`config.mk`:
```
export PLATFORM = sky130hd
export DESIGN_NAME = mac_sequencer
export DESIGN_NICKNAME = d
export VERILOG_FILES = /design/src/design/cnn_pkg.sv /design/src/design/mac_sequencer.sv
export VERILOG_INCLUDE_DIRS = /design/src /design/src/design
export SDC_FILE = /design/constraint.sdc
export NUM_CORES = 1
export LEC_CHECK = 0
export BUFFER_PORTS_ARGS = -buffer_cell sky130_fd_sc_hd__buf_2
export CORE_MARGIN = 2
export CORE_UTILIZATION = 55
export DETAILED_ROUTE_END_ITERATION = 6
export PLACE_DENSITY_LB_ADDON = 0.12
export SKIP_CTS_REPAIR_TIMING = 1
export SLEW_MARGIN = 40
export SYNTH_ARGS = -nofsm -noshare
export SYNTH_HDL_FRONTEND = slang
export SYNTH_SLANG_ARGS = --single-unit
```
`constraint.sdc`:
```
create_clock -name clk -period 6.55 [get_ports clk]
set_clock_uncertainty 0.15 [all_clocks]
set_input_delay 0.655 -clock clk [delete_from_list [all_inputs] [get_ports clk]]
set_output_delay 0.655 -clock clk [all_outputs]
set_load 0.01 [all_outputs]
```
`src/design/cnn_macros.svh`:
```
`ifndef CNN_MACROS_SVH
`define CNN_MACROS_SVH

// Instruction word
`define CNN_INST_W   32

// Output channels computed in parallel
`define CNN_CH       4
`define CNN_CH_W     2

// 3x3 kernel
`define CNN_TAPS     9
`define CNN_TAP_W    4

// Datapath widths
`define CNN_PIX_W    8
`define CNN_ACC_W    20
`define CNN_BIAS_W   16
`define CNN_SHIFT_W  5

// Feature memory, 1024 pixels
`define CNN_FADDR_W  10

`endif

```
`src/design/cnn_pkg.sv`:
```
`include "cnn_macros.svh"

package cnn_pkg;

	////////////////////////////////////////
	// Instruction opcodes, bits 31..28
	////////////////////////////////////////
	typedef enum logic [3:0] {
		OP_NOP    = 4'd0,
		OP_LOAD_W = 4'd1, // Kernel weight
		OP_LOAD_B = 4'd2, // Channel bias
		OP_LOAD_F = 4'd3, // Feature pixel
		OP_CONF   = 4'd4, // Line width, shift, pool enable
		OP_RUN    = 4'd5  // One 3x3 window
	} opcode_e;

	// MAC sequencer states
	typedef enum logic [1:0] {
		SEQ_IDLE = 2'd0,
		SEQ_MAC  = 2'd1,
		SEQ_DONE = 2'd2
	} seq_state_e;

	////////////////////////////////////////
	// Per-channel vectors, channel 0 in the low bits
	////////////////////////////////////////
	typedef logic [`CNN_CH-1:0][`CNN_ACC_W-1:0]  acc_vec_t;
	typedef logic [`CNN_CH-1:0][`CNN_PIX_W-1:0]  pix_vec_t;
	typedef logic [`CNN_CH-1:0][`CNN_PIX_W-1:0]  weight_vec_t;
	typedef logic [`CNN_CH-1:0][`CNN_BIAS_W-1:0] bias_vec_t;

endpackage

```
`src/design/mac_sequencer.sv`:
```
`timescale 1ns/1ps
`include "cnn_macros.svh"

module mac_sequencer (
	input  logic                  clk,
	input  logic                  rst_n,
	input  logic                  run_start,
	output logic [`CNN_TAP_W-1:0] tap,
	input  logic [`CNN_PIX_W-1:0] win_pixel,
	input  cnn_pkg::weight_vec_t  tap_weights,
	output logic                  acc_valid,
	output cnn_pkg::acc_vec_t     acc
);
	import cnn_pkg::*;

	seq_state_e                  state;
	logic                        rd_valid; // Read data belongs to a live tap
	logic signed [`CNN_ACC_W-1:0] prod [`CNN_CH];

	////////////////////////////////////////
	// Tap sequencing
	////////////////////////////////////////
	always_ff @(posedge clk) begin
		if (!rst_n) begin
			state     <= SEQ_IDLE;
			tap       <= '0;
			rd_valid  <= 1'b0;
			acc_valid <= 1'b0;
		end else begin
			rd_valid  <= (state == SEQ_MAC);
			acc_valid <= (state == SEQ_DONE);
			case (state)
				SEQ_IDLE: begin
					if (run_start) begin
						state <= SEQ_MAC;
						tap   <= '0;
					end
				end
				SEQ_MAC: begin
					if (tap == `CNN_TAP_W'(`CNN_TAPS - 1))
						state <= SEQ_DONE; // Last read still in flight
					else
						tap <= tap + 1'b1;
				end
				SEQ_DONE: state <= SEQ_IDLE;
				default:  state <= SEQ_IDLE;
			endcase
		end
	end

	// Unsigned pixel times signed weight, sign extended
	always_comb begin
		for (int c = 0; c < `CNN_CH; c++) begin
			prod[c] = $signed({1'b0, win_pixel}) * $signed(tap_weights[c]);
		end
	end

	////////////////////////////////////////
	// Four accumulators
	////////////////////////////////////////
	always_ff @(posedge clk) begin
		if (run_start) begin
			acc <= '0;
		end else if (rd_valid) begin
			for (int c = 0; c < `CNN_CH; c++) begin
				acc[c] <= acc[c] + prod[c];
			end
		end
	end

	// Decode must hold back runs until this window is finished
	a_start_when_idle: assert property (@(posedge clk) disable iff (!rst_n)
		run_start |-> (state == SEQ_IDLE));

endmodule

```
; ---- Word-level counts from Yosys, hierarchy flattened
; Cells that the tools add are included.
[totals]
out_inout_bits = 85
input_bits = 43
register_bits = 88
word_cells = 33
[classes]
addsub = 5
n_mul = 4
muxes = 6
n_eq_ne = 6
n_reduce_logical = 4
[ops]
columns = op, n
row1 = $add 20x20->20, 4
row2 = $mul 9x8->17, 4
row3 = $mux 4, 2
row4 = $pmux 4 s2, 1
row5 = $add 4x1->4 const B, 1
row6 = $eq 4x4->1 const B, 1
row7 = $mux 2, 2
row8 = $ne 2x2->1 const B, 2
row9 = $pmux 2 s2, 1
row10 = $reduce_and 3->1, 1
row11 = $eq 2x1->1 const B, 1
row12 = $eq 2x2->1 const B, 1
row13 = $logic_not 2->1, 1
row14 = $ne 2x1->1 const B, 1
row15 = $reduce_and 2->1, 1
row16 = $reduce_bool 2->1, 1

; ---- Logic depth before layout (Yosys ltp)
[depth]
depth_word = 3
depth_mapped = 29

; ---- Worst setup path after synthesis
; OpenSTA, ideal clock, no wires.
[synth_path]
path_type = input to register
start = input win_pixel[7]
end = register acc[38] in the netlist's numbering
path_buffers = 1
setup_ns = 0.120
arrival_ns = 6.090
stages = 26
t_required_ns = 6.280
path_slack_ns = 0.190
cell_sequence = clkbuf_1 -> nand2_1 -> fa_1 -> fa_1 -> inv_1 -> fa_1 -> inv_1 -> fa_1 -> inv_1 -> ha_1 -> inv_1 -> o21bai_1 -> a21oi_1 -> nor2b_1 -> o21a_1 -> nor2_1 -> xnor2_1 -> ha_1 -> a21o_1 -> a21o_1 -> a2111o_1 -> a41o_1 -> a21o_1 -> a31oi_1 -> nor4b_1 -> a211o_1
[synth_via]
elab_chain_len = 2
[synth_lines]
columns = element, line_no
row1 = from (decl), mac_sequencer.sv:9  ; input logic [`CNN_PIX_W-1:0] win_pixel,
row2 = $mul 9x8->17, mac_sequencer.sv:54  ; prod[c] = $signed({1'b0, win_pixel}) * $signed(tap_weights[c]);
row3 = $add 20x20->20, mac_sequencer.sv:66  ; acc[c] <= acc[c] + prod[c];
row4 = "to (signal, indexed assignment)", mac_sequencer.sv:66
row5 = to (decl), mac_sequencer.sv:12  ; output cnn_pkg::acc_vec_t acc
; No other way between the ends.
; A chain may end at the register's enable or synchronous reset.

; ---- Worst setup path in the final report
[layout_path]
start = input win_pixel[3]
end = register acc[19] in the netlist's numbering
; Same word-level chain as after synthesis.

==> metrics <==
status=finished clean; Post-Synth XOR/XNOR Area=6.61%; largest family of logic cells by synthesized area=adder cells; row cnt=61; Area Growth Syn to Fin=14.4%; Clk Latency, worst-skew pair=between 0.3 and 0.4 ns; die area=0.0293 mm2; # clock sinks=88; Post-synth top flop=dfxtp_1; #FFs+latches synth=88; antenna-violating nets left=0; Tot GR Track Use=23.3%; CTS buffer count=9; drt first pass iters=5; WL final=about 33000 um; worst hold margin=0.339 ns; Post-synth EDFFs=0; grt ovf=0; CP max stage cell=fa_1; Die Y=171 um; Crit Path Category=input port to register; crit path capture type=register; reg2reg setup slack=3.35 ns; Worst Setup SP=win_pixel[3]; Leakage=9.21 nW; HPWL Detailed=26900 um; DRC=0; Max Fclk=159 MHz; NumNets Final=between 2000 and 2500; number of I/O port buffers=127; layout cells sized above 1=14.1%; crit-path max FO=19; Final Cycle Share=95.9%; CP arrival=about 6.4 ns; Worst Setup EP=acc[19]; first-pass GRT wire length=56600 um; WL per Instance=13.9 um; leading area contributor after synthesis=ha_1; R2R cell count=11; RSZ-0062 raised after global routing=yes; Async S/R FF share, synth=0%; post-place setup slack=-0.0846 ns; synth unique cells=68; Final Hold Violating Endpoints=0; area share of the largest cell type after synthesis=21.0%; slew margin rel.=45.6%; Compound-Gate Fraction of Synth Area=11.8%; mux contribution to synthesized area=3.86%; H-tree levels=3; post-detailed-route via-to-cell ratio=5.31; Tmin final=6.28 ns; final setup fails=0; FF-to-FF End=acc[38]; MaxCap Viol Count=0; CP peak stage delay=approximately 0.53 ns; Power Dens Cells=approximately 370 mW/mm2; pin count of the biggest net entering global routing=57; post-synthesis simple-gate area fraction=18.0%; setup ws final=around 0.27 ns; Slew Limit Fails=0; mapped cell area=0.0154 mm2; Core ar.=0.0276 mm2; initial antenna violation count=1; Via Count=12600; TritonCTS clock tree=yes; peak supply drop=0.405 mV; Worst-Margin Slew=0.816 ns; Post-Syn Area per Cell=8.61 um2; Worst R2R Start=acc[20]; Initial Utilization=55.6%; syn nets=2237; Ys Warns=0; gpl congestion=0.859; register area share after synthesis=11.5%; cell count after synthesis=1784; Die Span X=roughly 170 um; vias in the first global route=between 10000 and 15000; n_diodes=0; io pins=128; Hold Path Class=register to register; Synth area leaders=ha_1 (21%), fa_1 (20%), dfxtp_1 (11%); Post-Synth Adder-Cell Area=40.8%; CP startpoint kind=input port; Starting DRT DRC Count=454; Worst EP required=between 6 and 7 ns; CTS Root Cell=clkbuf_16; worst-case clock buffer depth=2; Clock transition at path regs=approximately 0.070 ns
[worst max-delay path, delay by kind of cell]
family	cells	cell delay, ns
compound gates	10	2.04
xor+xnor	2	0.29
fa+ha+maj	7	2.46
buf+inv	7	0.68
simple gates	2	0.25
[Yosys cell counts (35+ instances only)]
master     n
a21o_1    45
a21oi_1   60
and2_1   167
dfxtp_1   88
fa_1     152
ha_1     258
inv_1    257
mux2i_1   57
nand2_1  103
nor2_1   159
xnor2_1   79
xor2_1    35
[stage by stage]
step | power [mW] | cells | setup TNS, ns | area [um2] | util, %
floorplan | 4.40 | 1784 | 0 | 15400 | -
global placement | 5.76 | 2360 | 0 | 17200 | 62.2
detailed placement | 5.82 | 2360 | -0.187 | 17200 | 62.2
CTS | 6.43 | 2376 | 0 | 17500 | 63.3
global route | 7.13 | 2377 | -0.0850 | 17600 | 63.6
finish | 6.42 | 2377 | 0 | 17600 | 63.6
[worst min path at each step]
stage | startpoint | endpoint | depth (start not counted)
2_1_floorplan | acc[78] | acc[78] | 2
3_3_place_gp | acc[78] | acc[78] | 2
3_5_place_dp | acc[78] | acc[78] | 2
4_1_cts | acc[18] | acc[18] | 2
5_1_grt | acc[78] | acc[78] | 2
6_report | acc[58] | acc[58] | 2
[report_power, final]
group | leakage (nW) | switching, mW | internal [mW]
Sequential | 0.717 | 0.0910 | 0.629
Clock | 0.145 | 0.247 | 0.307
Combinational | 8.35 | 2.65 | 2.50
[routing by layer]
layer | routed length (um) | track usage [%] | vias up
li1 | - | - | 6315
met1 | 15300 | 31.1 | 6102
met2 | 16200 | 40.8 | 190
met3 | 1060 | 2.50 | 21
met4 | 400 | 4.53 | 2
met5 | 13 | 0 | -
[cell usage in the layout (no fill, tap or decap), types with 21 or more instances in the layout]
cell,count
a21o_1,45
xnor2_1,79
inv_1,257
nand3_1,25
and2_1,167
nand2_1,103
dfxtp_1,87
ha_1,258
nor3_1,21
o21ai_0,22
mux2i_1,57
nand2b_1,24
buf_2,121
xor2_1,34
nor2_1,159
buf_4,117
fa_1,152
a21oi_1,58
[registers in the layout (all words and copies together), names as in the netlist]
register   cells
acc           80
acc_valid      1
rd_valid       1
state          2
tap            4
[logic make-up after synthesis]
family	after synthesis
flip-flops	88
adder cells (fa/ha/maj)	410
AO/OA/AOI/OAI	261
AND/OR/NAND/NOR	550
XOR/XNOR	115
buffers and inverters	301
multiplexers	59
[layout make-up]
cell class,count,area [um2]
Multi-Input combinational cell,1395,12500
Fill cell,2449,10100
Sequential cell,88,1770
Timing Repair Buffer,243,1550
Inverter,257,965
Tap cell,378,473
Clock buffer,11,243
Clock inverter,5,56.3
(Power assumes the default switching activity.)
