==> config.mk <==
export PLATFORM = sky130hd
export DESIGN_NAME = result_stage
export DESIGN_NICKNAME = d
export VERILOG_FILES = /design/src/design/cnn_pkg.sv /design/src/design/result_stage.sv
export VERILOG_INCLUDE_DIRS = /design/src /design/src/design
export SDC_FILE = /design/constraint.sdc
export NUM_CORES = 1
export LEC_CHECK = 0
export ABC_AREA = 1
export ABC_CLOCK_PERIOD_IN_PS = 4300
export BUFFER_PORTS_ARGS = -buffer_cell sky130_fd_sc_hd__buf_2
export CAP_MARGIN = 30
export CORE_MARGIN = 1
export CORE_UTILIZATION = 30
export DETAILED_ROUTE_END_ITERATION = 10
export RECOVER_POWER = 100
export SYNTH_ARGS = -nofsm -noshare
export SYNTH_HDL_FRONTEND = slang
export SYNTH_SLANG_ARGS = --single-unit
==> constraint.sdc <==
create_clock -name clk -period 4.3 [get_ports clk]
set_clock_uncertainty 0.1 [all_clocks]
set_input_delay 0.43 -clock clk [delete_from_list [all_inputs] [get_ports clk]]
set_output_delay 0.43 -clock clk [all_outputs]
set_load 0.05 [all_outputs]
==> src/design/cnn_macros.svh <==
`ifndef CNN_MACROS_SVH
`define CNN_MACROS_SVH

// Instruction word
`define CNN_INST_W   32

// Output channels computed in parallel
`define CNN_CH       4
`define CNN_CH_W     2

// 3x3 kernel
`define CNN_TAPS     9
`define CNN_TAP_W    4

// Datapath widths
`define CNN_PIX_W    8
`define CNN_ACC_W    20
`define CNN_BIAS_W   16
`define CNN_SHIFT_W  5

// Feature memory, 1024 pixels
`define CNN_FADDR_W  10

`endif

==> src/design/cnn_pkg.sv <==
`include "cnn_macros.svh"

package cnn_pkg;

	////////////////////////////////////////
	// Instruction opcodes, bits 31..28
	////////////////////////////////////////
	typedef enum logic [3:0] {
		OP_NOP    = 4'd0,
		OP_LOAD_W = 4'd1, // Kernel weight
		OP_LOAD_B = 4'd2, // Channel bias
		OP_LOAD_F = 4'd3, // Feature pixel
		OP_CONF   = 4'd4, // Line width, shift, pool enable
		OP_RUN    = 4'd5  // One 3x3 window
	} opcode_e;

	// MAC sequencer states
	typedef enum logic [1:0] {
		SEQ_IDLE = 2'd0,
		SEQ_MAC  = 2'd1,
		SEQ_DONE = 2'd2
	} seq_state_e;

	////////////////////////////////////////
	// Per-channel vectors, channel 0 in the low bits
	////////////////////////////////////////
	typedef logic [`CNN_CH-1:0][`CNN_ACC_W-1:0]  acc_vec_t;
	typedef logic [`CNN_CH-1:0][`CNN_PIX_W-1:0]  pix_vec_t;
	typedef logic [`CNN_CH-1:0][`CNN_PIX_W-1:0]  weight_vec_t;
	typedef logic [`CNN_CH-1:0][`CNN_BIAS_W-1:0] bias_vec_t;

endpackage

==> src/design/result_stage.sv <==
`timescale 1ns/1ps
`include "cnn_macros.svh"

module result_stage (
	input  logic                    clk,
	input  logic                    rst_n,
	input  logic                    acc_valid,
	input  cnn_pkg::acc_vec_t       acc,
	input  cnn_pkg::bias_vec_t      bias_vec,
	input  logic [`CNN_SHIFT_W-1:0] shift,
	input  logic                    pool_en,
	input  logic                    conf_pulse,
	output logic                    result_valid,
	output cnn_pkg::pix_vec_t       result
);
	import cnn_pkg::*;

	localparam int SAT_MAX = (1 << `CNN_PIX_W) - 1;

	logic signed [`CNN_ACC_W:0] biased  [`CNN_CH]; // One guard bit for the bias add
	logic signed [`CNN_ACC_W:0] shifted [`CNN_CH];
	pix_vec_t                   sat;
	pix_vec_t                   pool_max;
	pix_vec_t                   pool_next;
	logic [1:0]                 pool_cnt;

	////////////////////////////////////////
	// Bias, shift, ReLU, saturate
	////////////////////////////////////////
	always_comb begin
		for (int c = 0; c < `CNN_CH; c++) begin
			biased[c]  = $signed(acc[c]) + $signed(bias_vec[c]);
			shifted[c] = biased[c] >>> shift;
			if (shifted[c] < 0)
				sat[c] = '0; // ReLU
			else if (shifted[c] > SAT_MAX)
				sat[c] = '1;
			else
				sat[c] = shifted[c][`CNN_PIX_W-1:0];
			// First result of a group starts a fresh maximum
			if ((pool_cnt == 2'd0) || (sat[c] > pool_max[c]))
				pool_next[c] = sat[c];
			else
				pool_next[c] = pool_max[c];
		end
	end

	////////////////////////////////////////
	// Strobe and pooling count
	////////////////////////////////////////
	always_ff @(posedge clk) begin
		if (!rst_n) begin
			result_valid <= 1'b0;
			pool_cnt     <= '0;
		end else begin
			result_valid <= acc_valid && (!pool_en || (pool_cnt == 2'd3));
			if (conf_pulse)
				pool_cnt <= '0; // New layer drops a partial group
			else if (acc_valid && pool_en)
				pool_cnt <= pool_cnt + 1'b1;
		end
	end

	always_ff @(posedge clk) begin
		if (conf_pulse)
			pool_max <= '0;
		else if (acc_valid && pool_en)
			pool_max <= pool_next;
		if (acc_valid)
			result <= pool_en ? pool_next : sat;
	end

endmodule

# Word-level counts from Yosys, hierarchy flattened
# Index checks and enable logic that the tools add are counted.
[word_totals]
reg_bits = 67
latchBits = 0
ramBits = 0
romBits = 0
out_inout_bits = 33
wordCells = 56
mem_count = 0
[op_classes]
addsub = 5
n_mul = 0
div_mod_pow = 0
order_cmp = 12
eq_ne = 1
n_shift = 4
mux = 13
bitwise = 1
reduce_logical = 10
[op_table]
columns = ["op", "count"]
rows = [
  ["8-bit two-way mux", 12],
  ["20-bit by 16-bit adder with 21-bit output", 4],
  ["21-bit by 9-bit greater-than comparator with 1-bit output, second input constant", 4],
  ["21-bit by 1-bit < comparator with 1-bit output, second input constant", 4],
  ["21-bit by 5-bit >>> shifter with 21-bit output", 4],
  ["8-bit greater-than comparator", 4],
  ["32-bit two-way mux", 1],
  ["1-bit logical OR", 5],
  ["2-bit by 1-bit adder with 2-bit output, second input constant", 1],
  ["2-bit equality test, second input constant", 1],
  ["1-bit logical AND", 2],
  ["2-bit logical NOT", 1],
  ["2-bit OR reduction", 1],
  ["1-bit logical NOT", 1],
  ["1-bit NOT", 1],
]

# Logic depth before layout (Yosys ltp)
[depth]
depth_word = 9
mapped_depth = 38
depth_no_buf = 38

# Worst setup path after synthesis
# OpenSTA, ideal clock, no wires.
[synth_path]
path_type = "input -> register"
startpoint = "input port acc[20] (netlist name)"
endpoint = "register result[11] (netlist name), data pin"
setup_time_ps = 253
t_arrival_ps = 3965
path_slack_ps = -18
cell_stages = 35
path_buffers = 0
cell_sequence = "ha_1 > inv_1 > fa_1 > inv_1 > nand3_1 > nand3_1 > nand2_1 > nand2_1 > nand2_1 > nand3_1 > nand3_1 > nand2_1 > nand2_1 > nand3_1 > nand3_1 > nor2_1 > nand2_1 > a21oi_4 > nand3_2 > nand2_1 > inv_1 > ha_1 > inv_1 > nor2_1 > nor2_1 > o21ai_0 > a21oi_1 > o21ai_0 > o41ai_1 > nand2_1 > inv_1 > nand2_1 > nand2_1 > nand2_1 > nand2_1"
[synth_between]
elab_chain_len = 9
[synth_lines]
columns = ["item", "line_no", "source"]
rows = [
  ["start, declared", "result_stage.sv:8", "input cnn_pkg::acc_vec_t acc,"],
  ["20-bit by 16-bit adder with 21-bit output *", "result_stage.sv:32", "biased[c] = $signed(acc[c]) + $signed(bias_vec[c]);"],
  ["21-bit by 5-bit >>> shifter with 21-bit output *", "result_stage.sv:33", "shifted[c] = biased[c] >>> shift;"],
  ["21-bit by 9-bit greater-than comparator with 1-bit output", "result_stage.sv:36", "else if (shifted[c] > SAT_MAX)"],
  ["8-bit two-way mux", "result_stage.sv:36", ""],
  ["8-bit two-way mux *", "result_stage.sv:34", "if (shifted[c] < 0)"],
  ["8-bit greater-than comparator", "result_stage.sv:41", "if ((pool_cnt == 2'd0) || (sat[c] > pool_max[c]))"],
  ["1-bit logical OR", "result_stage.sv:41", ""],
  ["8-bit two-way mux", "result_stage.sv:41", ""],
  ["32-bit two-way mux *", "result_stage.sv:70", "result <= pool_en ? pool_next : sat;"],
  ["end signal, assigned", "result_stage.sv:70", ""],
  ["end, declared", "result_stage.sv:14", "output cnn_pkg::pix_vec_t result"],
]
# Mark *: on every way between the ends. The rest lies on a longest branch, timed or not.
# A chain may end at the register's enable or synchronous reset.

# Final worst setup path
[layout_path]
startpoint = "input port acc[29] (netlist name)"
endpoint = "register result[11] (netlist name), data pin"
# Same word-level chain as after synthesis.

==> summary.txt <==
status -> finished with violations
failing checks -> capacitance limit, slew limit, setup timing
WP data arrival -> 4.29 ns
final core occ -> 0.472
post-synth design cell area -> 0.0135 mm2
Starting DRT DRC Count -> 811
Num Clock Sinks -> 67
final wirelength -> 48400 um
final worst slack -> -0.00266 ns
fraction of layout cells with a size suffix above 1 -> 0.354
syn_area_per_cell -> 5.32 um2
CTS HTree Levels -> 3
IO Port Bufs -> 186
final cycle utilization of the critical path -> 1.00
clock tree buffer depth -> 2
Die W -> 214 um
critical path class -> in2reg
Period minus WS final -> 4.30 ns
normalized max-slew margin -> -0.343
compound-gate portion of the synthesized area -> 0.107
First-pass DRT Iterations -> 5
RD Place Congestion -> 0.907
Std-Cell Rows -> 77
Cells after Synth -> 2537
top cells by count, synth -> nand2_1, nand3_1, inv_1, nor2_1, a21oi_1
Crit Path Max Fanout -> 4
synthesis-to-layout area growth -> 55.0%
met2 WL -> 24200 um
max cap viols -> 2
cts hold-fix bufs -> 0
WL met3 -> 1210 um
post-route ant nets -> 0
Synth Area in Simple Gates -> 0.521
Syn Nets -> 2809
slowest stage delay, CP -> 0.26 ns
Pleak -> 10.8 nW
Synth Area in XOR/XNOR -> 0.0175
Clock Tree Root -> clkbuf_16
Worst VDD drop -> 0.000194 V
number of synthesized flops with an enable pin -> 32
placed insts -> 3596
initial antenna violation count -> 0
RSZ-0062 raised after global routing -> true
slowest CP cell -> ha_4
hold crit path type -> in2reg
setup TNS -> -0.00266 ns
ys flop type -> dfxtp_1
Antenna diodes -> 0
top layer reached by signal wires -> met4
critical path's most frequent cell -> nand2_1
pin count of the biggest net entering global routing -> 83
post-synth top area share -> 0.267
crit end category -> register
CP startpoint kind -> input port
Starting Density -> 0.304
Synth area leader -> nand2_1
post-synthesis adder-cell area fraction -> 0.112
synth warn -> 0
WL/cell -> 13.2 um
global-route wire length before repair -> 76300 um
CTS tree -> built
via count -> 17600
# IOs -> 187
Placed Area -> 0.0177 mm2
TritonCTS Buffers -> 9
reg-to-reg slack, setup -> 1.98 ns
dpl ws -> -0.597 ns
Die Span Y -> 214 um
Area contributors post-synth -> nand2_1, nand3_1, ha_1, inv_1, edfxtp_1
GRT Overall Usage -> 0.196
routed vias/inst -> 4.81
worst slew pin tran -> 2.02 ns
Final Hold Fails -> 0
register area share after synthesis -> 0.123
post-synthesis mux area share -> 0.00223
PD cells -> 240 mW/mm2
clock slew at reported path FFs -> 0.06 ns
core outline area -> 0.0443 mm2
most numerous cell in the Yosys netlist -> nand2_1
full die area -> 0.0458 mm2
GRT overflow -> 0
WP data required -> 4.28 ns
count of final max-slew check failures -> 68
asr flop ratio synth -> 0
distinct cell type count after synthesis -> 52
Skew-Pair Late Insertion Delay -> 0.34 ns
drc violations -> 0
final instance area -> 0.0209 mm2
setup violators final -> 1
vias in the first global route -> 16200
met1 WL -> 22000 um
fin cells -> 3662
Layout Nets -> 3337
Synth Register Bits -> 67
Max Clock Freq -> 0.232 GHz
main combinational cell family by area after synthesis -> simple AND/OR/NAND/NOR gates
DP Wirelength -> 36600 um
==> cells in the final DEF (no fill, tap or decap), drive strengths merged, types with 3 or more instances in the layout <==
cell type	instances
clkbuf	50
xor2	15
nand2	968
o221ai	6
o22ai	3
nand3b	3
dfxtp	35
edfxtp	32
nor2	138
mux2i	3
o21ai	87
ha	114
fa	4
nand3	489
or2	8
o211ai	14
inv	328
clkinv	5
and2	5
o21bai	11
nand4	21
buf	565
a21oi	122
xnor2	12
nor3	16
==> worst max-delay path: cells and delay by family <==
family | cells | cell delay [ns]
simple gates | 19 | 1.67
buf+inv | 7 | 0.90
compound gates | 6 | 0.80
fa+ha+maj | 2 | 0.48
==> final timing paths <==
path,startpoint,endpoint,cells after the start
setup reg to reg,pool_max[11],result[11],13
hold reg to reg,pool_cnt[1],pool_cnt[1],2
setup / recovery,acc[29],result[11],34
hold / removal,rst_n,result_valid,3
==> layer usage <==
metal	vias up	GRT usage
met2	294	0.359
li1	9331	-
met3	52	0.0126
met5	-	0
met4	0	0.0417
met1	7938	0.251
==> state kept, by name, indices dropped and copies added, names as in the netlist <==
signal        flops
pool_cnt          2
pool_max         32
result           32
result_valid      1
==> repair_timing <==
| item | in CTS | in global routing |
|---|---|---|
| resized for setup | 61 | 508 |
| endpoints found under the setup margin | 51 | 64 |
| buffers inserted | 6 | 44 |
| pin swaps | 17 | 143 |
| cloned | 0 | 0 |
==> report_power, final <==
| group | leakage (nW) | switching [mW] | internal [mW] |
|---|---|---|---|
| Clock | 0.146 | 0.286 | 0.482 |
| Sequential | 0.608 | 0.0394 | 0.753 |
| Combinational | 10.1 | 1.95 | 1.50 |
| Total | 10.8 | 2.28 | 2.73 |
==> final cells by class <==
class | instances | area [um2]
flip-flops and latches | 67 | 1660
repair buffers | 602 | 4250
clock buffers | 13 | 260
well taps | 592 | 741
fillers | 4606 | 23400
inverters | 332 | 1260
multi-input cells | 2053 | 12700
clock inverters | 3 | 46.3
==> kinds of logic after synthesis <==
group           after synthesis
fa+ha+maj                   118
compound gates              254
buf+inv                     417
mux                           3
flops                        67
simple gates               1651
xor+xnor                     27
==> metrics by stage <==
stage | hold slack (ns) | power (mW)
5_1_grt | 0.259 | 5.44
3_5_place_dp | 0.375 | 3.66
6_report | 0.224 | 5.01
3_3_place_gp | 0.372 | 3.65
2_1_floorplan | 0.351 | 2.55
4_1_cts | 0.212 | 4.51
No activity file was read; power rests on OpenSTA's default activity.
