==> src/design/cnn_macros.svh <==
`ifndef CNN_MACROS_SVH
`define CNN_MACROS_SVH

// Instruction word
`define CNN_INST_W   32

// Output channels computed in parallel
`define CNN_CH       4
`define CNN_CH_W     2

// 3x3 kernel
`define CNN_TAPS     9
`define CNN_TAP_W    4

// Datapath widths
`define CNN_PIX_W    8
`define CNN_ACC_W    20
`define CNN_BIAS_W   16
`define CNN_SHIFT_W  5

// Feature memory, 1024 pixels
`define CNN_FADDR_W  10

`endif

==> src/design/cnn_pkg.sv <==
`include "cnn_macros.svh"

package cnn_pkg;

	////////////////////////////////////////
	// Instruction opcodes, bits 31..28
	////////////////////////////////////////
	typedef enum logic [3:0] {
		OP_NOP    = 4'd0,
		OP_LOAD_W = 4'd1, // Kernel weight
		OP_LOAD_B = 4'd2, // Channel bias
		OP_LOAD_F = 4'd3, // Feature pixel
		OP_CONF   = 4'd4, // Line width, shift, pool enable
		OP_RUN    = 4'd5  // One 3x3 window
	} opcode_e;

	// MAC sequencer states
	typedef enum logic [1:0] {
		SEQ_IDLE = 2'd0,
		SEQ_MAC  = 2'd1,
		SEQ_DONE = 2'd2
	} seq_state_e;

	////////////////////////////////////////
	// Per-channel vectors, channel 0 in the low bits
	////////////////////////////////////////
	typedef logic [`CNN_CH-1:0][`CNN_ACC_W-1:0]  acc_vec_t;
	typedef logic [`CNN_CH-1:0][`CNN_PIX_W-1:0]  pix_vec_t;
	typedef logic [`CNN_CH-1:0][`CNN_PIX_W-1:0]  weight_vec_t;
	typedef logic [`CNN_CH-1:0][`CNN_BIAS_W-1:0] bias_vec_t;

endpackage

==> src/design/inst_decode.sv <==
`timescale 1ns/1ps
`include "cnn_macros.svh"

module inst_decode (
	input  logic                    clk,
	input  logic                    rst_n,
	input  logic                    inst_valid,
	input  logic [`CNN_INST_W-1:0]  inst,
	output logic                    w_we,
	output logic [`CNN_CH_W-1:0]    w_ch,
	output logic [`CNN_TAP_W-1:0]   w_tap,
	output logic [`CNN_PIX_W-1:0]   w_data,
	output logic                    b_we,
	output logic [`CNN_CH_W-1:0]    b_ch,
	output logic [`CNN_BIAS_W-1:0]  b_data,
	output logic                    f_we,
	output logic [`CNN_FADDR_W-1:0] f_addr,
	output logic [`CNN_PIX_W-1:0]   f_data,
	output logic                    run_start,
	output logic [`CNN_FADDR_W-1:0] run_base,
	output logic                    conf_pulse,
	output logic [`CNN_FADDR_W-1:0] line_width,
	output logic [`CNN_SHIFT_W-1:0] shift,
	output logic                    pool_en,
	output logic                    busy
);
	import cnn_pkg::*;

	// Busy from run_start up to the cycle before acc_valid
	localparam logic [3:0] BUSY_LEN = 4'(`CNN_TAPS + 2);

	opcode_e    opcode;
	logic       run_req;
	logic [3:0] busy_cnt;

	assign opcode  = opcode_e'(inst[31:28]);
	assign run_req = inst_valid && (opcode == OP_RUN);
	assign busy    = (busy_cnt != 4'd0);

	////////////////////////////////////////
	// Strobes and configuration
	////////////////////////////////////////
	always_ff @(posedge clk) begin
		if (!rst_n) begin
			w_we       <= 1'b0;
			b_we       <= 1'b0;
			f_we       <= 1'b0;
			run_start  <= 1'b0;
			conf_pulse <= 1'b0;
			line_width <= '0;
			shift      <= '0;
			pool_en    <= 1'b0;
			busy_cnt   <= '0;
		end else begin
			w_we       <= inst_valid && (opcode == OP_LOAD_W);
			b_we       <= inst_valid && (opcode == OP_LOAD_B);
			f_we       <= inst_valid && (opcode == OP_LOAD_F);
			run_start  <= run_req;
			conf_pulse <= inst_valid && (opcode == OP_CONF);
			if (inst_valid && (opcode == OP_CONF)) begin
				line_width <= inst[25:16];
				shift      <= inst[4:0];
				pool_en    <= inst[8];
			end
			if (run_req)
				busy_cnt <= BUSY_LEN;
			else if (busy)
				busy_cnt <= busy_cnt - 1'b1;
		end
	end

	// Field payloads, qualified by the strobes above
	always_ff @(posedge clk) begin
		w_ch   <= inst[27:26];
		w_tap  <= inst[25:22];
		w_data <= inst[7:0];
		b_ch   <= inst[27:26];
		b_data <= inst[15:0];
		f_addr <= inst[25:16];
		f_data <= inst[7:0];
		if (run_req)
			run_base <= inst[25:16];
	end

	// No new window until the previous one has left the MAC
	a_no_run_while_busy: assert property (@(posedge clk) disable iff (!rst_n)
		run_req |-> !busy);

endmodule

==> config.mk <==
export PLATFORM = sky130hd
export DESIGN_NAME = inst_decode
export DESIGN_NICKNAME = d
export VERILOG_FILES = /design/src/design/cnn_pkg.sv /design/src/design/inst_decode.sv
export VERILOG_INCLUDE_DIRS = /design/src /design/src/design
export SDC_FILE = /design/constraint.sdc
export NUM_CORES = 1
export LEC_CHECK = 0
export BUFFER_PORTS_ARGS = -buffer_cell sky130_fd_sc_hd__buf_2
export CAP_MARGIN = 20
export CORE_UTILIZATION = 40
export DETAILED_ROUTE_END_ITERATION = 8
export GPL_TIMING_DRIVEN = 0
export PLACE_DENSITY = 0.74
export SLEW_MARGIN = 20
export SYNTH_ARGS = -nofsm -noshare
export SYNTH_HDL_FRONTEND = slang
export SYNTH_SLANG_ARGS = --single-unit
==> constraint.sdc <==
create_clock -name clk -period 1.9 [get_ports clk]
set_input_delay 0.095 -clock clk [delete_from_list [all_inputs] [get_ports clk]]
set_output_delay 0.095 -clock clk [all_outputs]
set_load 0.02 [all_outputs]
* After elaboration in Yosys (flattened, before gate mapping)
Cells that the tools add are included. W data, S select, Z words.
Storage, ports and cells: register bits 75, bits of input ports 35, output and inout bits 82
Cells by class: add/subtract/negate cells 1, equality and inequality tests 5, multiplexer cells 2, bitwise gates (word level) 1, reductions and logical operators 8
Operators with widths (count):
- $eq A4 B2 Y1 const B | 2
- $eq A4 B3 Y1 const B | 2
- $mux W4 | 2
- $logic_and A1 B1 Y1 | 5
- $eq A4 B1 Y1 const B | 1
- $reduce_bool A4 Y1 | 1
- $sub A4 B1 Y4 const B | 1
- $reduce_bool A2 Y1 | 1
- $reduce_or A2 Y1 | 1
- $not A1 Y1 | 1

* Longest topological paths before layout
Gate-level depths: netlist of the first run.
depth in word-level cells 3, depth in mapped cells 5, gate-level depth less buffers 3

* Worst setup path after synthesis of the first run
OpenSTA, ideal clock, no wires.
kind input to register, start point in inst[31], end point reg run_base[0] (enable), library setup time 0.382 ns, arrival time 0.874 ns, data required time 1.518 ns, slack 0.644 ns, cell stages on the path 2, cell sequence nand3b_4 -> nor3b_2
Between the ends: longest elaborated chain between the ends 2
Ends and longest elaborated chain:
- start, declared | RTL line inst_decode.sv:8 | input logic [`CNN_INST_W-1:0] inst,
- $eq A4 B3 Y1 | RTL line inst_decode.sv:37 | assign run_req = inst_valid && (opcode == OP_RUN);
- $logic_and A1 B1 Y1 | RTL line inst_decode.sv:37
- via run_req | RTL line inst_decode.sv:33 | logic run_req;
- end signal, assigned | RTL line inst_decode.sv:82 | run_base <= inst[25:16];
- end, declared | RTL line inst_decode.sv:20 | output logic [`CNN_FADDR_W-1:0] run_base,
The timed path passes the listed nets, and every way through them passes these cells. A chain may end at the register's enable or synchronous reset.

* Worst setup path in the final report of the first run
start point reg busy_cnt[0], end point out busy
Between the ends: longest elaborated chain between the ends 1
Ends and longest elaborated chain:
- start, declared | RTL line inst_decode.sv:34 | logic [3:0] busy_cnt;
- start signal, assigned | RTL line inst_decode.sv:68 | busy_cnt <= busy_cnt - 1'b1;
- $reduce_bool A4 Y1 | RTL line inst_decode.sv:38 | assign busy = (busy_cnt != 4'd0);
- end, declared | RTL line inst_decode.sv:25 | output logic busy
No other way between the ends.

==> impl_metrics.py, run 1 <==
metrics = {
    "run_status": {
        "status": "finished, final reports clean",
    },
    "global_route": {
        "grt-ovfl-total": 0,
        "grt_pass1_vias": 1531,
        "grt_max_degree": 16,
        "grt.total_usage_pct": 18.67,
        "antenna_found_initial": 0,
        "grt_pass1_wl_microns": 7182,
    },
    "worst_setup_path": {
        "path_delay_family": "simple AND/OR/NAND/NOR gates",
        "cp_data_required_time_ns": 1.80,
        "crit_slowest_cell": "dfxtp_1",
        "startpoint": "busy_cnt[0]",
        "path_cells": "or2_2 -> or3_1 -> buf_2",
        "endpoint_kind": "primary output",
        "cpPeakStageDelay_ns": 0.33,
        "cp_max_fo": 4,
        "worst_setup_path_start_kind": "flip-flop",
        "worst_ep_arrival_time_ns": 1.45,
        "crit_type": "flip-flop to primary output",
        "critPathBufInv": 1,
        "r2r_start": "busy_cnt[0]",
    },
    "timing": {
        "rsz0062_at_grt": "false",
        "setup_viol": 0,
        "clock_skew_ns": 0.002183,
        "fin_tns_setup_ns": 0,
        "slew-limit-headroom_pct": 47.42,
        "slew_violations": 0,
        "layout_setup_ws_ns": 0.3552,
        "hold_violations": 0,
        "worst_pin_slew_ns": 0.7879,
        "min_period_ns": 1.545,
        "period_share_pct": 81.30,
        "timing.fmax_ghz": 0.6473,
    },
    "routing": {
        "via_count": 1683,
        "dr.first_iter.drc_count": 41,
        "avgViaCountPerCell": 4.315,
        "dr.pass1.iters": 4,
        "wl_per_cell_microns": 12.51,
        "drcViolationCount": 0,
        "ant_nets": 0,
        "routed_wl_microns": 4878,
    },
    "synth": {
        "synth-edff-count": 10,
        "synth_nets": 198,
        "ys_ff_latch": 63,
        "synth_flop_cell": "dfxtp_1",
        "synth_top_area_share_pct": 52.28,
        "ys_types": 25,
        "yosysSeqAreaShare_pct": 67.08,
        "syn_area_per_cell_sq_um": 12.45,
        "yosys-top-cells-area": "dfxtp_1, edfxtp_1, buf_4",
        "async_flop_share_pct": 0,
        "syn-cell-area_sq_mm": 0.002029,
        "synth_top_area_cell": "dfxtp_1",
        "yosys_warnings": 0,
        "synth_most_common_cell": "dfxtp_1",
        "synthCells": 163,
        "synth_commonest_cells": "dfxtp_1, nand2_1, buf_4, mux2i_1, edfxtp_1",
    },
    "worst_hold_path": {
        "hold_class": "input port to flip-flop",
        "min_from": "inst[29]",
    },
    "place": {
        "gp_congestion": 0.7134,
        "dp_hpwl_microns": 3044,
        "dp_slack_ns": 0.4355,
        "io_buffers": 116,
    },
    "finish": {
        "final_core_util_pct": 66.47,
        "final_nets": 354,
        "area_growth_pct": 57.77,
        "drive_above_1_share_pct": 49.85,
        "antenna_cells": 0,
    },
    "clocking": {
        "path_clk_slew_ns": 0.07,
        "cts_resized": 0,
        "insertion_delay_ns": 0.32,
        "cts_tree": "done",
        "htree_levels": 3,
        "clockBufferDepth": 2,
        "cts_made_buffers": 9,
        "clock-sinks": 63,
        "root_buffer": "clkbuf_8",
    },
    "power_and_ir_drop": {
        "seqPwrFrac_pct": 47.5,
        "p_comb_share_pct": 11.0,
        "power.internal_uw": 2315,
        "p_sw_uw": 664.2,
        "ir_worst_vdd_mv": 0.5853,
        "clock_power_share_pct": 41.5,
        "p_per_area_mw_per_mm2": 930.6,
        "swShare_pct": 22.29,
        "power_leakage_uw": 0.001547,
    },
    "floorplan": {
        "start_util_pct": 42.13,
        "io_pins": 117,
        "rows": 25,
        "core_sq_mm": 0.004817,
        "die_w_microns": 73.23,
        "die-area_sq_mm": 0.005363,
        "die_h_microns": 73.23,
    },
    "run": {
        "max_cap_viol_count": 0,
    },
}
[logic make-up (layout without fill, tap and decap cells)]
kind of cell | Yosys count | after routing | share of synthesized area (%)
mux | 16 | 16 | 7.891
compound gates | 6 | 6 | 1.972
simple gates | 50 | 50 | 12.45
buf+inv | 28 | 188 | 10.60
flops | 63 | 63 | 67.08
[state kept, by name (all words and copies together) (netlist names)]
signal / count
f_data: 7
run_base: 10
b_ch: 2
busy_cnt: 4
b_data: 9
b_we: 1
pool_en: 1
f_addr: 10
line_width: 10
f_we: 1
conf_pulse: 1
run_start: 1
w_we: 1
shift: 5
[layout by cell type (no fill, tap or decap), drive strengths merged, types with 2 or more instances in the layout]
cell type	netlist	routed
o21a	4	4
mux2i	16	16
edfxtp	10	10
and2	2	2
nor3	2	2
buf	27	143
clkinv	0	2
nor3b	2	2
dlygate4sd3	0	29
nor2	3	3
nand2	34	34
bufinv	0	2
dfxtp	53	53
clkbuf	1	12
[repair_timing]
| action | in CTS | in global routing |
|---|---|---|
| endpoints found under the hold margin | 39 | 0 |
| hold buffers | 29 | 0 |
| setup endpoints to repair | 0 | 0 |
| setup buffers | 0 | 0 |
[worst register-to-register path, cell delays in order (launching register included)]
cell and delay, ns:
dfxtp_1 0.33, or2_2 0.33, o21a_1 0.17, o21a_1 0.15
[final timing paths]
check,slack [ns],to,cells after the start
worst max register to register,0.82,busy_cnt[3],3
worst min-delay path,0.05,b_we,3
worst min register to register,0.46,pool_en,2
worst max-delay path,0.36,busy,3
[layout make-up]
type / instances / area [sq um]
fill: 401 / 1615
tap: 67 / 83.83
multi-input combinational: 72 / 459.2
clock inverter: 4 / 70.07
clock buffer: 11 / 141.4
timing repair buffer: 145 / 870.8
buffer: 28 / 215.2
sequential: 63 / 1361
[stage by stage]
stage / cell area, sq um / power, uW / instances / hold slack (ns)
after floorplan: 2029 / 1604 / 163 / 0.1227
after global placement: 2694 / 1716 / 346 / 0.1972
after detailed placement: 2700 / 1723 / 346 / 0.1986
after CTS: 3202 / 3003 / 390 / 0.03034
after global routing: 3202 / 3090 / 390 / 0.03901
final: 3202 / 2980 / 390 / 0.05060
[routing by layer]
layer	part of all wire, %	global-route usage [%]	vias up
li1	-	-	823
met1	39	18.20	780
met2	53	34.77	74
met3	7.4	6.354	6
met4	0.62	9.150	0
met5	0	0	-
[power groups by stage]
stage,Sequential [uW],Combinational (uW),Clock (uW)
floorplan,1500,107,0
CTS,1410,326,1260
global route,1420,350,1320
finish,1420,326,1240
detailed placement,1440,279,0
global placement,1440,274,0
Power figures use the tool's default switching activity.
==> run 2: changes to the inputs <==
- CORE_UTILIZATION: 40 -> 38
- clock period: 1.9 -> 1.3 ns (I/O delays scaled with it)
==> run 2 against run 1 <==
The flow now finishes with violations (setup timing). Sequential share of layout area down 0.98 points. Hold slack worse by 0.0026 ns. Clock power up 57%. Critical path depth unchanged. Core utilization down 2.6 points. Final area up 2.5%. Non-clock buffer count up 4. Clock-buffer cell count down 1. Critical path type unchanged. Highest routed layer unchanged.
==> impl_metrics.py, run 2 (synthesis gave the netlist of run 1 again) <==
metrics = {
    "finish": {
        "antenna_cells": 0,
        "final_cells": 398,
        "drive_above_1_share_pct": 51.52,
        "final_common_cell": "buf_2",
        "final_cell_mix": "buf_2, dfxtp_1, nand2_1",
        "area_growth_pct": 61.78,
        "n_fill_cell": 447,
        "seq_area_sq_mm": 0.001364,
        "reg_top3": "f_addr: 10 flops, line_width: 10 flops, run_base: 10 flops",
        "multi_input_area_sq_um": 466.7,
        "final_nets": 358,
    },
    "floorplan": {
        "die_h_microns": 75.08,
        "rows": 26,
        "io_pins": 117,
        "start_util_pct": 39.48,
        "die-area_sq_mm": 0.005637,
        "core_sq_mm": 0.005140,
        "die_w_microns": 75.08,
    },
    "clocking": {
        "htree_levels": 3,
        "root_buffer": "clkbuf_8",
        "cts_tree": "done",
        "clockBufferDepth": 2,
        "cts_made_buffers": 9,
        "path_clk_slew_ns": 0.07,
        "insertion_delay_ns": 0.32,
        "clock-sinks": 63,
    },
    "worst_hold_path": {
        "hold_class": "input port to flip-flop",
        "min_from": "inst[28]",
    },
    "worst_setup_path": {
        "endpoint_kind": "primary output",
        "path_cells": "or2_4 -> or3_4 -> buf_6",
        "crit_slowest_cell": "or3_4",
        "r2r_start": "busy_cnt[1]",
        "cp_data_required_time_ns": 1.24,
        "critPathBufInv": 1,
        "worst_ep_arrival_time_ns": 1.36,
        "worst_setup_path_start_kind": "flip-flop",
        "path_delay_family": "simple AND/OR/NAND/NOR gates",
        "crit_type": "flip-flop to primary output",
        "startpoint": "busy_cnt[1]",
        "cpPeakStageDelay_ns": 0.34,
        "cp_max_fo": 2,
    },
    "routing": {
        "dr.pass1.iters": 4,
        "avgViaCountPerCell": 4.249,
        "ant_nets": 0,
        "dr.first_iter.drc_count": 33,
        "drcViolationCount": 0,
        "via_count": 1691,
        "wl_per_cell_microns": 12.22,
        "routed_wl_microns": 4863,
    },
    "power_and_ir_drop": {
        "power.internal_uw": 3478,
        "p_sw_uw": 1030,
        "seqPwrFrac_pct": 45.9,
        "clock_power_share_pct": 43.3,
        "ir_worst_vdd_mv": 0.7534,
        "p_comb_share_pct": 10.8,
        "swShare_pct": 22.85,
        "power_leakage_uw": 0.001582,
        "p_per_area_mw_per_mm2": 1373,
    },
    "timing": {
        "layout_setup_ws_ns": -0.1282,
        "min_period_ns": 1.428,
        "rsz0062_at_grt": "true",
        "hold_ws_ns": 0.04802,
        "worst_pin_slew_ns": 0.7835,
        "setup_viol": 1,
        "period_share_pct": 109.9,
        "timing.fmax_ghz": 0.7002,
        "slew_violations": 0,
        "slew-limit-headroom_pct": 47.71,
        "clock_skew_ns": 0.003632,
        "hold_violations": 0,
    },
    "global_route": {
        "grt_pass1_wl_microns": 6927,
        "grt-ovfl-total": 0,
        "grt.total_usage_pct": 17.41,
        "antenna_found_initial": 0,
        "grt_max_degree": 16,
        "grt_pass1_vias": 1500,
    },
    "run": {
        "max_cap_viol_count": 0,
    },
    "place": {
        "dp.cells": 349,
        "gp_congestion": 0.7093,
        "io_buffers": 116,
        "dp_hpwl_microns": 2892,
    },
    "run_status": {
        "violations": "setup timing",
        "status": "finished, violations left",
    },
}
-- run 2: per-stage QoR --
stage	total power (uW)	setup TNS, ns	utilization [%]	setup slack (ns)	cell area (sq um)
5_1_grt	4703	-0.1679	63.88	-0.1679	3283
4_1_cts	4560	-0.1409	63.88	-0.1409	3283
3_5_place_dp	2513	-5.826	52.48	-0.4209	2698
3_3_place_gp	2505	-5.122	52.48	-0.3772	2698
6_report	4508	-0.1282	63.88	-0.1282	3283
2_1_floorplan	2344	0	-	0.07412	2029
-- run 2: worst paths after layout --
path / cells past startpoint / endpoint / slack, ns
worst max register to register: 4 / busy_cnt[3] / 0.17
worst min-delay path: 2 / f_we / 0.05
worst max-delay path: 3 / busy / -0.13
worst min register to register: 2 / line_width[9] / 0.45
-- run 2: power groups by stage --
| stage | logic [uW] | registers, uW | clock network (uW) |
|---|---|---|---|
| final | 487 | 2070 | 1950 |
| after global routing | 527 | 2070 | 2100 |
| after CTS | 486 | 2070 | 2010 |
| after detailed placement | 403 | 2110 | 0 |
| after global placement | 398 | 2110 | 0 |
| after floorplan | 156 | 2190 | 0 |
-- run 2: repair_timing --
item	in CTS	in global routing
endpoints found under the hold margin	54	0
hold buffers	30	0
gates resized for setup	7	0
setup buffers	3	0
pin swaps	1	0
endpoints found under the setup margin	11	1
-- run 2: layout make-up --
| type | count | share of cell area (%) |
|---|---|---|
| clock inverter | 6 | 2.782 |
| multi-input combinational | 72 | 14.21 |
| sequential | 63 | 41.54 |
| tap | 70 | 2.668 |
| clock buffer | 10 | 4.535 |
| buffer | 28 | 6.555 |
| timing repair buffer | 149 | 27.71 |
-- run 2: routing by layer --
layer	GRT usage (%)	vias to the layer above	routed length [microns]
met1	17.65	774	1880
li1	-	835	-
met5	0	-	0
met4	10.69	0	87
met2	32.03	71	2592
met3	4.284	11	303
-- run 2: worst reg2reg max path, cell delays in order, from the launching register on --
cell,delay [ns]
dfxtp_2,0.32
or2_4,0.25
buf_4,0.14
o21a_1,0.16
o21a_1,0.16
